File: src/design/rv_isa_pkg.sv
// rv64im isa encoding: opcodes, decoded field types and control codes
package rv_isa_pkg;

  typedef logic [63:0] xlen_t;
  typedef logic [4:0]  reg_idx_t;
  typedef logic [6:0]  opcode_t;
  typedef logic [2:0]  funct3_t;
  typedef logic [6:0]  funct7_t;
  typedef logic [4:0]  alu_op_t;
  typedef logic [2:0]  branch_t;
  typedef logic [2:0]  mem_op_t;
  typedef logic [1:0]  b_src_t;

  // major opcodes
  localparam opcode_t OP_LUI     = 7'b0110111;
  localparam opcode_t OP_AUIPC   = 7'b0010111;
  localparam opcode_t OP_JAL     = 7'b1101111;
  localparam opcode_t OP_JALR    = 7'b1100111;
  localparam opcode_t OP_BRANCH  = 7'b1100011;
  localparam opcode_t OP_LOAD    = 7'b0000011;
  localparam opcode_t OP_STORE   = 7'b0100011;
  localparam opcode_t OP_IMM     = 7'b0010011;
  localparam opcode_t OP_IMM_32  = 7'b0011011;
  localparam opcode_t OP_REG     = 7'b0110011;
  localparam opcode_t OP_REG_32  = 7'b0111011;
  localparam opcode_t OP_SYSTEM  = 7'b1110011;

  localparam funct7_t F7_BASE    = 7'b0000000;
  localparam funct7_t F7_ALT     = 7'b0100000; // sub, sra
  localparam funct7_t F7_MULDIV  = 7'b0000001;

  localparam alu_op_t ALU_ADD      = 5'd0;
  localparam alu_op_t ALU_SUB      = 5'd1;
  localparam alu_op_t ALU_SLT      = 5'd2;
  localparam alu_op_t ALU_SLTU     = 5'd3;
  localparam alu_op_t ALU_XOR      = 5'd4;
  localparam alu_op_t ALU_AND      = 5'd5;
  localparam alu_op_t ALU_OR       = 5'd6;
  localparam alu_op_t ALU_SLL      = 5'd7;
  localparam alu_op_t ALU_SRL      = 5'd8;
  localparam alu_op_t ALU_SRA      = 5'd9;
  localparam alu_op_t ALU_MUL      = 5'd10;
  localparam alu_op_t ALU_DIV      = 5'd11;
  localparam alu_op_t ALU_DIVU     = 5'd12;
  localparam alu_op_t ALU_REM      = 5'd13;
  localparam alu_op_t ALU_REMU     = 5'd14;
  localparam alu_op_t ALU_COPY_IMM = 5'd15;
  localparam alu_op_t ALU_EBREAK   = 5'd30;
  localparam alu_op_t ALU_INVALID  = 5'd31;

  localparam branch_t BR_NONE = 3'd0;
  localparam branch_t BR_JAL  = 3'd1;
  localparam branch_t BR_JALR = 3'd2;
  localparam branch_t BR_BEQ  = 3'd4;
  localparam branch_t BR_BNE  = 3'd5;
  localparam branch_t BR_BLT  = 3'd6; // also bltu
  localparam branch_t BR_BGE  = 3'd7; // also bgeu

  // stores reuse the signed codes
  localparam mem_op_t MEM_LB   = 3'd0;
  localparam mem_op_t MEM_LBU  = 3'd1;
  localparam mem_op_t MEM_LH   = 3'd2;
  localparam mem_op_t MEM_LHU  = 3'd3;
  localparam mem_op_t MEM_LW   = 3'd4;
  localparam mem_op_t MEM_LWU  = 3'd5;
  localparam mem_op_t MEM_LD   = 3'd6;
  localparam mem_op_t MEM_NONE = 3'd7;

  localparam b_src_t B_SRC_RS2  = 2'd0;
  localparam b_src_t B_SRC_IMM  = 2'd1;
  localparam b_src_t B_SRC_FOUR = 2'd2; // return address pc + 4

endpackage

File: src/design/fetch_pkg.sv
// fetch path types: instruction address, instruction word and fetch FSM states
package fetch_pkg;

  typedef logic [31:0] inst_addr_t;
  typedef logic [31:0] inst_word_t;

  // sequential fetch step in bytes
  localparam inst_addr_t INST_BYTES = 32'd4;

  typedef enum logic [0:0] {
    IDLE     = 1'b0,
    WAIT_ACK = 1'b1  // read outstanding on the bus
  } fetch_state_t;

endpackage

File: src/design/inst_fetch.sv
// instruction fetch: wishbone classic read master pushing sequential words into the queue
`timescale 1ns/1ps

module inst_fetch #(
  parameter fetch_pkg::inst_addr_t RESET_PC = 32'h8000_0000
) (
  input  logic                  i_clk,
  input  logic                  i_reset,
  output logic                  o_wb_cyc,
  output logic                  o_wb_stb,
  output fetch_pkg::inst_addr_t o_wb_adr,
  input  fetch_pkg::inst_word_t i_wb_dat,
  input  logic                  i_wb_ack,
  input  logic                  i_queue_full,
  output logic                  o_push,
  output fetch_pkg::inst_word_t o_push_inst,
  output fetch_pkg::inst_addr_t o_push_pc
);

  import fetch_pkg::*;

  fetch_state_t state;
  inst_addr_t   pc;
  logic         bus_done;

  assign bus_done = (state == WAIT_ACK) && i_wb_ack;

  always_ff @(posedge i_clk) begin
    if (i_reset) begin
      state <= IDLE;
      pc    <= RESET_PC;
    end else begin
      case (state)
        IDLE: begin
          if (!i_queue_full) state <= WAIT_ACK;
        end
        WAIT_ACK: begin
          if (i_wb_ack) begin
            state <= IDLE;
            pc    <= pc + INST_BYTES;
          end
        end
        default: state <= IDLE;
      endcase
    end
  end

  // cyc and stb rise and fall together
  assign o_wb_cyc = (state == WAIT_ACK);
  assign o_wb_stb = (state == WAIT_ACK);
  assign o_wb_adr = pc;

  assign o_push      = bus_done; // one cycle on the ack
  assign o_push_inst = i_wb_dat;
  assign o_push_pc   = pc;

  // slave acks only an active request
  a_ack_in_cycle: assert property (@(posedge i_clk) disable iff (i_reset)
    i_wb_ack |-> o_wb_cyc && o_wb_stb);

  // address must hold until the slave acks
  a_adr_stable: assert property (@(posedge i_clk) disable iff (i_reset)
    o_wb_stb && !i_wb_ack |=> $stable(o_wb_adr));

endmodule

File: src/design/inst_queue.sv
// instruction queue: synchronous circular FIFO of instruction word and address pairs
`timescale 1ns/1ps

module inst_queue #(
  parameter int QUEUE_DEPTH = 4
) (
  input  logic                  i_clk,
  input  logic                  i_reset,
  input  logic                  i_push,
  input  fetch_pkg::inst_word_t i_push_inst,
  input  fetch_pkg::inst_addr_t i_push_pc,
  input  logic                  i_pop,
  output fetch_pkg::inst_word_t o_head_inst,
  output fetch_pkg::inst_addr_t o_head_pc,
  output logic                  o_empty,
  output logic                  o_full
);

  import fetch_pkg::*;

  localparam int AW = $clog2(QUEUE_DEPTH);

  inst_word_t    inst_mem [QUEUE_DEPTH];
  inst_addr_t    pc_mem   [QUEUE_DEPTH];
  logic [AW-1:0] wr_ptr;
  logic [AW-1:0] rd_ptr;
  logic [AW:0]   count;

  always_ff @(posedge i_clk) begin
    if (i_reset) begin
      wr_ptr <= '0;
      rd_ptr <= '0;
      count  <= '0;
    end else begin
      if (i_push) wr_ptr <= wr_ptr + 1'b1; // wraps, depth is a power of two
      if (i_pop)  rd_ptr <= rd_ptr + 1'b1;
      case ({i_push, i_pop})
        2'b10:   count <= count + 1'b1;
        2'b01:   count <= count - 1'b1;
        default: count <= count;
      endcase
    end
  end

  always_ff @(posedge i_clk) begin
    if (i_push) begin
      inst_mem[wr_ptr] <= i_push_inst;
      pc_mem[wr_ptr]   <= i_push_pc;
    end
  end

  assign o_head_inst = inst_mem[rd_ptr];
  assign o_head_pc   = pc_mem[rd_ptr];
  assign o_empty     = (count == '0);
  assign o_full      = (count == (AW+1)'(QUEUE_DEPTH));

  a_no_overflow: assert property (@(posedge i_clk) disable iff (i_reset)
    i_push |-> !o_full);

  a_no_underflow: assert property (@(posedge i_clk) disable iff (i_reset)
    i_pop |-> !o_empty);

endmodule

File: src/design/inst_decode.sv
// instruction decode: pops the queue and registers one rv64im control record
`timescale 1ns/1ps

module inst_decode (
  input  logic                  i_clk,
  input  logic                  i_reset,
  input  logic                  i_queue_empty,
  input  fetch_pkg::inst_word_t i_head_inst,
  input  fetch_pkg::inst_addr_t i_head_pc,
  output logic                  o_pop,
  input  logic                  i_dec_ready,
  output logic                  o_dec_valid,
  output fetch_pkg::inst_addr_t o_dec_pc,
  output rv_isa_pkg::xlen_t     o_dec_imm,
  output rv_isa_pkg::reg_idx_t  o_dec_rs1,
  output rv_isa_pkg::reg_idx_t  o_dec_rs2,
  output rv_isa_pkg::reg_idx_t  o_dec_rd,
  output rv_isa_pkg::alu_op_t   o_dec_alu_op,
  output logic                  o_dec_a_src,
  output rv_isa_pkg::b_src_t    o_dec_b_src,
  output rv_isa_pkg::branch_t   o_dec_branch,
  output rv_isa_pkg::mem_op_t   o_dec_mem_op,
  output logic                  o_dec_reg_wr,
  output logic                  o_dec_mem_to_reg,
  output logic                  o_dec_mem_wr,
  output logic                  o_dec_word_cut
);

  import rv_isa_pkg::*;

  opcode_t op;
  funct3_t f3;
  funct7_t f7;
  xlen_t   imm_i, imm_u, imm_s, imm_b, imm_j, imm;
  alu_op_t alu;
  branch_t br;
  mem_op_t mem;
  b_src_t  b_src;
  logic    t_r, t_i, t_u, t_s, t_b, t_j;
  logic    word_cut, a_src, reg_wr, mem_to_reg;

  assign op = i_head_inst[6:0];
  assign f3 = i_head_inst[14:12];
  assign f7 = i_head_inst[31:25];

  assign imm_i = {{52{i_head_inst[31]}}, i_head_inst[31:20]};
  assign imm_u = {{32{i_head_inst[31]}}, i_head_inst[31:12], 12'b0};
  assign imm_s = {{52{i_head_inst[31]}}, i_head_inst[31:25], i_head_inst[11:7]};
  assign imm_b = {{52{i_head_inst[31]}}, i_head_inst[7], i_head_inst[30:25],
                  i_head_inst[11:8], 1'b0};
  assign imm_j = {{44{i_head_inst[31]}}, i_head_inst[19:12], i_head_inst[20],
                  i_head_inst[30:21], 1'b0};

  always_comb begin
    alu      = ALU_INVALID;
    br       = BR_NONE;
    mem      = MEM_NONE;
    {t_r, t_i, t_u, t_s, t_b, t_j} = 6'b0;
    word_cut = 1'b0;
    case (op)
      OP_LUI: begin
        alu = ALU_COPY_IMM;
        t_u = 1'b1;
      end
      OP_AUIPC: begin
        alu = ALU_ADD;
        t_u = 1'b1;
      end
      OP_JAL: begin
        alu = ALU_ADD;
        br  = BR_JAL;
        t_j = 1'b1;
      end
      OP_JALR: begin
        if (f3 == 3'b000) begin
          alu = ALU_ADD;
          br  = BR_JALR;
          t_i = 1'b1;
        end
      end
      OP_BRANCH: begin
        case (f3)
          3'b000: begin alu = ALU_SLT;  br = BR_BEQ; end // compare via signed less
          3'b001: begin alu = ALU_SLT;  br = BR_BNE; end
          3'b100: begin alu = ALU_SLT;  br = BR_BLT; end
          3'b101: begin alu = ALU_SLT;  br = BR_BGE; end
          3'b110: begin alu = ALU_SLTU; br = BR_BLT; end
          3'b111: begin alu = ALU_SLTU; br = BR_BGE; end
          default: ;
        endcase
        t_b = (br != BR_NONE);
      end
      OP_LOAD: begin
        case (f3)
          3'b000:  mem = MEM_LB;
          3'b001:  mem = MEM_LH;
          3'b010:  mem = MEM_LW;
          3'b011:  mem = MEM_LD;
          3'b100:  mem = MEM_LBU;
          3'b101:  mem = MEM_LHU;
          3'b110:  mem = MEM_LWU;
          default: mem = MEM_NONE;
        endcase
        t_i = (mem != MEM_NONE);
        if (t_i) alu = ALU_ADD; // address calc
      end
      OP_STORE: begin
        case (f3)
          3'b000:  mem = MEM_LB;
          3'b001:  mem = MEM_LH;
          3'b010:  mem = MEM_LW;
          3'b011:  mem = MEM_LD;
          default: mem = MEM_NONE;
        endcase
        t_s = (mem != MEM_NONE);
        if (t_s) alu = ALU_ADD;
      end
      OP_IMM: begin
        case (f3)
          3'b000: alu = ALU_ADD;
          3'b010: alu = ALU_SLT;
          3'b011: alu = ALU_SLTU;
          3'b100: alu = ALU_XOR;
          3'b110: alu = ALU_OR;
          3'b111: alu = ALU_AND;
          3'b001: if (f7[6:1] == F7_BASE[6:1]) alu = ALU_SLL; // 6-bit shamt
          3'b101: begin
            if (f7[6:1] == F7_BASE[6:1]) alu = ALU_SRL;
            else if (f7[6:1] == F7_ALT[6:1]) alu = ALU_SRA;
          end
          default: ;
        endcase
        t_i = (alu != ALU_INVALID);
      end
      OP_IMM_32: begin
        case (f3)
          3'b000: alu = ALU_ADD;
          3'b001: if (f7 == F7_BASE) alu = ALU_SLL;
          3'b101: begin
            if (f7 == F7_BASE) alu = ALU_SRL;
            else if (f7 == F7_ALT) alu = ALU_SRA;
          end
          default: ;
        endcase
        t_i      = (alu != ALU_INVALID);
        word_cut = t_i;
      end
      OP_REG: begin
        case ({f7, f3})
          {F7_BASE, 3'b000}:   alu = ALU_ADD;
          {F7_BASE, 3'b001}:   alu = ALU_SLL;
          {F7_BASE, 3'b010}:   alu = ALU_SLT;
          {F7_BASE, 3'b011}:   alu = ALU_SLTU;
          {F7_BASE, 3'b100}:   alu = ALU_XOR;
          {F7_BASE, 3'b101}:   alu = ALU_SRL;
          {F7_BASE, 3'b110}:   alu = ALU_OR;
          {F7_BASE, 3'b111}:   alu = ALU_AND;
          {F7_ALT, 3'b000}:    alu = ALU_SUB;
          {F7_ALT, 3'b101}:    alu = ALU_SRA;
          {F7_MULDIV, 3'b000}: alu = ALU_MUL;
          {F7_MULDIV, 3'b100}: alu = ALU_DIV;
          {F7_MULDIV, 3'b101}: alu = ALU_DIVU;
          {F7_MULDIV, 3'b110}: alu = ALU_REM;
          {F7_MULDIV, 3'b111}: alu = ALU_REMU;
          default: ;
        endcase
        t_r = (alu != ALU_INVALID);
      end
      OP_REG_32: begin
        case ({f7, f3})
          {F7_BASE, 3'b000}:   alu = ALU_ADD;
          {F7_BASE, 3'b001}:   alu = ALU_SLL;
          {F7_BASE, 3'b101}:   alu = ALU_SRL;
          {F7_ALT, 3'b000}:    alu = ALU_SUB;
          {F7_ALT, 3'b101}:    alu = ALU_SRA;
          {F7_MULDIV, 3'b000}: alu = ALU_MUL;
          {F7_MULDIV, 3'b100}: alu = ALU_DIV;
          {F7_MULDIV, 3'b101}: alu = ALU_DIVU;
          {F7_MULDIV, 3'b110}: alu = ALU_REM;
          {F7_MULDIV, 3'b111}: alu = ALU_REMU;
          default: ;
        endcase
        t_r      = (alu != ALU_INVALID);
        word_cut = t_r;
      end
      OP_SYSTEM: begin
        if (f3 == 3'b000) begin
          alu = ALU_EBREAK;
          t_i = 1'b1;
        end else if (f3 == 3'b001) begin
          t_i = 1'b1; // csrrw, no alu op
        end
      end
      default: ;
    endcase
  end

  // r type carries no immediate, unknown words fall back to the i form
  always_comb begin
    if (t_u)      imm = imm_u;
    else if (t_s) imm = imm_s;
    else if (t_b) imm = imm_b;
    else if (t_j) imm = imm_j;
    else if (t_r) imm = '0;
    else          imm = imm_i;
  end

  assign a_src      = t_j || (br == BR_JALR) || (t_u && op == OP_AUIPC); // pc as operand a
  assign b_src      = (t_j || br == BR_JALR) ? B_SRC_FOUR :
                      (t_i || t_u || t_s)    ? B_SRC_IMM  : B_SRC_RS2;
  assign reg_wr     = t_r || t_i || t_u || t_j;
  assign mem_to_reg = t_i && (op == OP_LOAD);

  assign o_pop = !i_queue_empty && (!o_dec_valid || i_dec_ready);

  always_ff @(posedge i_clk) begin
    if (i_reset) begin
      o_dec_valid <= 1'b0;
    end else if (o_pop) begin
      o_dec_valid <= 1'b1;
    end else if (i_dec_ready) begin
      o_dec_valid <= 1'b0;
    end
  end

  always_ff @(posedge i_clk) begin
    if (o_pop) begin
      o_dec_pc         <= i_head_pc;
      o_dec_imm        <= imm;
      o_dec_rs1        <= i_head_inst[19:15];
      o_dec_rs2        <= i_head_inst[24:20];
      o_dec_rd         <= i_head_inst[11:7];
      o_dec_alu_op     <= alu;
      o_dec_a_src      <= a_src;
      o_dec_b_src      <= b_src;
      o_dec_branch     <= br;
      o_dec_mem_op     <= mem;
      o_dec_reg_wr     <= reg_wr;
      o_dec_mem_to_reg <= mem_to_reg;
      o_dec_mem_wr     <= t_s;
      o_dec_word_cut   <= word_cut;
    end
  end

  a_hold_stalled: assert property (@(posedge i_clk) disable iff (i_reset)
    o_dec_valid && !i_dec_ready |=> o_dec_valid && $stable({o_dec_pc, o_dec_imm,
      o_dec_rs1, o_dec_rs2, o_dec_rd, o_dec_alu_op, o_dec_a_src, o_dec_b_src,
      o_dec_branch, o_dec_mem_op, o_dec_reg_wr, o_dec_mem_to_reg, o_dec_mem_wr,
      o_dec_word_cut}));

endmodule

File: src/design/fetch_decode_top.sv
// fetch and decode front end: wishbone fetch, instruction queue and decode stage
`timescale 1ns/1ps

module fetch_decode_top #(
  parameter fetch_pkg::inst_addr_t RESET_PC    = 32'h8000_0000,
  parameter int                    QUEUE_DEPTH = 4
) (
  input  logic                  i_clk,
  input  logic                  i_reset,
  output logic                  o_wb_cyc,
  output logic                  o_wb_stb,
  output fetch_pkg::inst_addr_t o_wb_adr,
  input  fetch_pkg::inst_word_t i_wb_dat,
  input  logic                  i_wb_ack,
  input  logic                  i_dec_ready,
  output logic                  o_dec_valid,
  output fetch_pkg::inst_addr_t o_dec_pc,
  output rv_isa_pkg::xlen_t     o_dec_imm,
  output rv_isa_pkg::reg_idx_t  o_dec_rs1,
  output rv_isa_pkg::reg_idx_t  o_dec_rs2,
  output rv_isa_pkg::reg_idx_t  o_dec_rd,
  output rv_isa_pkg::alu_op_t   o_dec_alu_op,
  output logic                  o_dec_a_src,
  output rv_isa_pkg::b_src_t    o_dec_b_src,
  output rv_isa_pkg::branch_t   o_dec_branch,
  output rv_isa_pkg::mem_op_t   o_dec_mem_op,
  output logic                  o_dec_reg_wr,
  output logic                  o_dec_mem_to_reg,
  output logic                  o_dec_mem_wr,
  output logic                  o_dec_word_cut
);

  import fetch_pkg::*;

  logic       push, pop, queue_full, queue_empty;
  inst_word_t push_inst, head_inst;
  inst_addr_t push_pc, head_pc;

  inst_fetch #(
    .RESET_PC (RESET_PC)
  ) u_inst_fetch (
    .i_clk        (i_clk),
    .i_reset      (i_reset),
    .o_wb_cyc     (o_wb_cyc),
    .o_wb_stb     (o_wb_stb),
    .o_wb_adr     (o_wb_adr),
    .i_wb_dat     (i_wb_dat),
    .i_wb_ack     (i_wb_ack),
    .i_queue_full (queue_full),
    .o_push       (push),
    .o_push_inst  (push_inst),
    .o_push_pc    (push_pc)
  );

  inst_queue #(
    .QUEUE_DEPTH (QUEUE_DEPTH)
  ) u_inst_queue (
    .i_clk       (i_clk),
    .i_reset     (i_reset),
    .i_push      (push),
    .i_push_inst (push_inst),
    .i_push_pc   (push_pc),
    .i_pop       (pop),
    .o_head_inst (head_inst),
    .o_head_pc   (head_pc),
    .o_empty     (queue_empty),
    .o_full      (queue_full)
  );

  inst_decode u_inst_decode (
    .i_clk            (i_clk),
    .i_reset          (i_reset),
    .i_queue_empty    (queue_empty),
    .i_head_inst      (head_inst),
    .i_head_pc        (head_pc),
    .o_pop            (pop),
    .i_dec_ready      (i_dec_ready),
    .o_dec_valid      (o_dec_valid),
    .o_dec_pc         (o_dec_pc),
    .o_dec_imm        (o_dec_imm),
    .o_dec_rs1        (o_dec_rs1),
    .o_dec_rs2        (o_dec_rs2),
    .o_dec_rd         (o_dec_rd),
    .o_dec_alu_op     (o_dec_alu_op),
    .o_dec_a_src      (o_dec_a_src),
    .o_dec_b_src      (o_dec_b_src),
    .o_dec_branch     (o_dec_branch),
    .o_dec_mem_op     (o_dec_mem_op),
    .o_dec_reg_wr     (o_dec_reg_wr),
    .o_dec_mem_to_reg (o_dec_mem_to_reg),
    .o_dec_mem_wr     (o_dec_mem_wr),
    .o_dec_word_cut   (o_dec_word_cut)
  );

endmodule

File: config.mk
export PLATFORM = sky130hd
export DESIGN_NAME = fetch_decode_top
export DESIGN_NICKNAME = d
export VERILOG_FILES = /design/src/design/rv_isa_pkg.sv /design/src/design/fetch_pkg.sv /design/src/design/inst_fetch.sv /design/src/design/inst_queue.sv /design/src/design/inst_decode.sv /design/src/design/fetch_decode_top.sv
export SDC_FILE = /design/constraint.sdc
export NUM_CORES = 1
export LEC_CHECK = 0
export CORE_MARGIN = 3
export CORE_UTILIZATION = 35
export DETAILED_ROUTE_END_ITERATION = 6
export DONT_BUFFER_PORTS = 1
export HOLD_SLACK_MARGIN = 0.02
export PLACE_DENSITY_LB_ADDON = 0.08
export REMOVE_ABC_BUFFERS = 1
export SLEW_MARGIN = 30
export SYNTH_ARGS = -nofsm -noshare
export SYNTH_HDL_FRONTEND = slang
export SYNTH_HIERARCHICAL = 1
export SYNTH_SLANG_ARGS = --single-unit
File: constraint.sdc
create_clock -name i_clk -period 8.33 [get_ports i_clk]
set_input_delay 0.833 -clock i_clk [delete_from_list [all_inputs] [get_ports i_clk]]
set_output_delay 0.833 -clock i_clk [all_outputs]
set_load 0.02 [all_outputs]
# Word level (Yosys, flattened, before mapping)
# Memory sizes are Yosys's and may differ from the RTL's. A register that Yosys moved wholly into a read port is not among the register bits.
# Cells that the tools add are included.
# op_classes
n_eq_ne	45
muxes	55
reduce_logical	29
add_sub_neg	5
bitwise	1
# ops
cell	n
$mux W64	5
$pmux W5 S15	1
$mux W5	13
$pmux W5 S11	1
$eq A10 B4 Y1 const B	5
$pmux W5 S10	1
$eq A10 B3 Y1 const B	4
$pmux W5 S8	1
$eq A7 B6 Y1 const B	5
$add A32 B3 Y32 const B	1
$eq A7 B7 Y1 const B	4
$pmux W3 S4	2
$eq A7 B5 Y1 const B	3
$pmux W3 S7	1
$eq A10 B2 Y1 const B	2
$eq A10 B9 Y1 const B	2
$ne A5 B5 Y1 const B	4
$eq A3 B3 Y1 const B	5
$mux W1	15
$pmux W5 S3	1
$pmux W3 S2	2
$eq A10 B1 Y1 const B	1
$logic_not A10 Y1	1
$pmux W5 S2	1
27 further kinds	54
# word_totals
out_inout_bits	164
n_memories	2
ramBits	256
in_bits	36
register_bits	138
# memory_table
name	depth	width	rd	rd_ports_with_merged_regs	write_ports	line	source
u_inst_queue.inst_mem	4	32	1	1	1	inst_queue.sv:23	inst_word_t inst_mem [QUEUE_DEPTH];
u_inst_queue.pc_mem	4	32	1	1	1	inst_queue.sv:24	inst_addr_t pc_mem [QUEUE_DEPTH];

# Logic depth before layout (Yosys ltp)
# depth
depth_word	10
ltp_mapped	10
depth_no_buf	8

# Cells and area by module
# The synthesis kept the hierarchy.
# by_module_without_submodules
mod	cells_each	area_per_inst_um2	n_inst
inst_queue	381	9744.3	1
inst_decode	356	4589.4	1
inst_fetch	232	1969.4	1

# Least setup slack after synthesis
# Ideal clock, no wire load.
# synth_timing
kind	input-to-reg
from	input port i_dec_ready
to	register u_inst_queue.count[2]
setup_slack_ps	1164
cell_stages	8
n_path_buf	0
t_arrival_ps	7096
required_time_ps	8260
path_cell_list	nand2b_1 -> nor2b_1 -> ha_1 -> inv_1 -> fa_1 -> xor2_1 -> or3_1 -> a21oi_1
# synth_between
elab_chain_cells	4
# synth_rtl
element	line	source
start: declaration	fetch_decode_top.sv:15	input logic i_dec_ready,
$logic_or A1 B1 Y1 *	inst_decode.sv:214	assign o_pop = !i_queue_empty && (!o_dec_valid || i_dec_ready);
$logic_and A1 B1 Y1 *	inst_decode.sv:214	
via pop	fetch_decode_top.sv:35	logic push, pop, queue_full, queue_empty;
$eq A2 B1 Y1 / $eq A2 B2 Y1 (equally long branches)	inst_queue.sv:37	case ({i_push, i_pop})
$pmux W3 S2 / $reduce_bool A2 Y1 (equally long branches)	n/a	
end signal: assignment	inst_queue.sv:38	2'b10: count <= count + 1'b1;
end signal: assignment	inst_queue.sv:39	2'b01: count <= count - 1'b1;
end signal: assignment	inst_queue.sv:40	default: count <= count;
end: declaration	inst_queue.sv:27	logic [AW:0] count;
# Mark *: on every way through the listed nets, which the timed path passes. The rest lies on a longest branch.
# A chain may end at the register's enable or synchronous reset.

==> flow_summary.json <==
{
  "status": "complete, no violations",
  "r2r_setup_slack_ps": 4590,
  "synth_edf_count": 353,
  "power_mw": 6.030,
  "cpPeakStageDelay_ps": 860,
  "endpoint_kind": "flop",
  "place_ws_ps": 4014,
  "synth.most_common_cell": "edfxtp_1",
  "holdWs_ps": 340.3,
  "critPathRequiredTime_ps": 8630,
  "setup_violations": 0,
  "slew_viol_final": 0,
  "clock_path_buffers": 3,
  "yosysSeqAreaShare": 0.7005,
  "htreeDepth": 2,
  "totalWireLength_mm": 35.84,
  "die_area_um2": 49210,
  "finalCriticalPeriod_ps": 3744,
  "drv_cap": 0,
  "synth.top_cells.by_area": "edfxtp_1, mux4_2, dfxtp_1",
  "p_leak_nw": 5.724,
  "busiest_layer": "met2",
  "start_kind": "flop",
  "port_buffers": 0,
  "grt.total_usage": 0.1443,
  "drive_above_1_share": 0.1732,
  "cts.sinks": 394,
  "worst_pin_slew_ps": 861.8,
  "cts_setup_buffers": 0,
  "nFillCells": 4207,
  "path_class": "flop to flop",
  "ys.flop_type": "edfxtp_1",
  "hold_viol_final": 0,
  "setup_slack_ps": 4586,
  "drc_errors": 0,
  "post_cts_resized": 0,
  "io_pins": 200,
  "grt.met1_usage": 0.1828,
  "yosysTopAreaCellShare": 0.6502,
  "first_pass_iters": 5,
  "cts_tree": "done",
  "crit_path_top_delay_cell": "mux4_2",
  "grt_pass1_vias": 8316,
  "tns_ps": 0,
  "ant_nets": 0,
  "ys_warn_count": 6,
  "area_growth_pct": 7.490,
  "root_buffer": "clkbuf_16",
  "crit_end": "u_inst_decode/o_dec_alu_op[1]$_DFFE_PP_",
  "powerDensity_nw_per_um2": 344.1,
  "finalNetCount": 923,
  "vias_per_cell": 5.228,
  "path_buf_inv": 1,
  "insertedDiodeCount": 0,
  "met2_usage": 0.2387,
  "worstRegToRegCells": 6,
  "start_util": 0.3569,
  "synth_common_cells": "edfxtp_1, buf_4, mux4_2, dfxtp_1, nor2_1",
  "routedWlPerCell_um": 23.70,
  "critPathTopFamily": "simple AND/OR/NAND/NOR gates",
  "hold_path.class": "primary input to flop",
  "grt_max_degree": 65,
  "antenna_found_initial": 0,
  "dpl.hpwl_mm": 21.36,
  "synth_area_leader_cell": "edfxtp_1",
  "stdcell_area_um2": 17520,
  "slew-limit-headroom": 0.4202,
  "r2r_end": "u_inst_decode/o_dec_alu_op[1]$_DFFE_PP_",
  "clock.fmax_ghz": 0.2671,
  "num_vias": 7905,
  "cp.depth": 6,
  "clk_pin_slew_ps": 60,
  "drtIter0Drc": 384,
  "arrival_ps": 4040,
  "syn_area_um2": 16300,
  "dpl-instance-area_um2": 16120,
  "die_w_um": 221.8,
  "syn_inst": 969,
  "async_flop_share": 0,
  "rsz0062_at_grt": "false",
  "rows": 78,
  "grtUsageMet3": 0.04091,
  "synth.distinct_cells": 71,
  "synth-seq-cells": 394,
  "die_y_um": 221.8,
  "finalClockSkew_ps": 18.95,
  "peakVddDrop_mv": 0.5145,
  "cts_buffers": 44,
  "period_share": 0.4495,
  "largestRegisters": "u_inst_queue/inst_mem: 128 flops, u_inst_queue/pc_mem: 128 flops",
  "core_area_um2": 45670,
  "grt_overflow": 0,
  "crit_path_cell_trace": "buf_4 -> mux4_2 -> nor3_2 -> o32ai_4 -> or3b_1 -> or3_1",
  "critPathMaxFanout": 26,
  "holdBufCountCts": 0,
  "routabilityCongestion": 0.8028,
  "grt_pass1_wl_mm": 53.70,
  "syn_area_per_cell_um2": 16.82,
  "clk_latency_ps": 560
}
## layout make-up
class | instances | area (µm²) | area share
clock buffers | 51 | 1169 | 0.06669
clock inverters | 27 | 211.5 | 0.01207
inverters | 16 | 60.06 | 0.003427
multi-input cells | 413 | 3771 | 0.2152
flip-flops and latches | 394 | 11430 | 0.6522
well taps | 600 | 750.7 | 0.04284
repair buffers | 11 | 133.9 | 0.007640
## cell families after synthesis
family / count (synthesis) / synth area share
AO/OA/AOI/OAI: 122 / 0.05019
XOR/XNOR: 17 / 0.009133
adder cells (fa/ha/maj): 7 / 0.005833
buffers and inverters: 165 / 0.07022
flip-flops: 394 / 0.7005
multiplexers: 71 / 0.09363
other: 1 / 0.0002300
AND/OR/NAND/NOR: 192 / 0.07022
## worst min path at each step
| stage | slack, ps | cells after the start | to | start |
|---|---|---|---|---|
| after floorplan | 460 | 2 | u_inst_queue/count[2]$_SDFFE_PP0P_ | u_inst_queue/count[2]$_SDFFE_PP0P_ |
| after global placement | 470 | 2 | u_inst_queue/count[2]$_SDFFE_PP0P_ | u_inst_queue/count[2]$_SDFFE_PP0P_ |
| after CTS | 300 | 1 | u_inst_fetch/o_push_pc[5]$_SDFFE_PP0P_ | i_reset |
| after global routing | 310 | 1 | u_inst_queue/count[1]$_SDFFE_PP0P_ | i_reset |
| final | 340 | 1 | u_inst_queue/wr_ptr[0]$_SDFFE_PP0P_ | i_reset |
| after detailed placement | 510 | 2 | u_inst_queue/count[2]$_SDFFE_PP0P_ | u_inst_queue/count[2]$_SDFFE_PP0P_ |
## metrics by stage
step	std cells	utilization
global route	1512	0.3837
floorplan	823	-
detailed placement	1433	0.3529
finish	1512	0.3837
global placement	1433	0.3523
CTS	1511	0.3831
## routing by layer
layer	wire, µm	vias up
met2	17540	212
met3	2223	59
li1	-	3514
met1	15220	4120
met5	0	-
met4	857	0
## where the power goes
group,internal [mW],switching (mW),total (mW)
clock,1.09,0.764,1.86
combinational,0.348,0.746,1.09
sequential,2.60,0.483,3.08
total,4.04,1.99,6.03
## layout by cell type, fill, tap and decap left out, drive strengths merged, types with 7 or more instances in the layout
master,n
and3,8
nand4,15
clkbuf,51
and2,16
buf,11
dfxtp,41
clkinv,19
inv,17
o21ai,22
and4,7
o31ai,11
nand3,15
nand2,32
nor2b,9
xor2,13
mux4,64
mux2i,7
a21oi,34
nor3,10
or3,12
a21o,22
edfxtp,353
nor2,37
or4,9
Power figures use the tool's default switching activity.
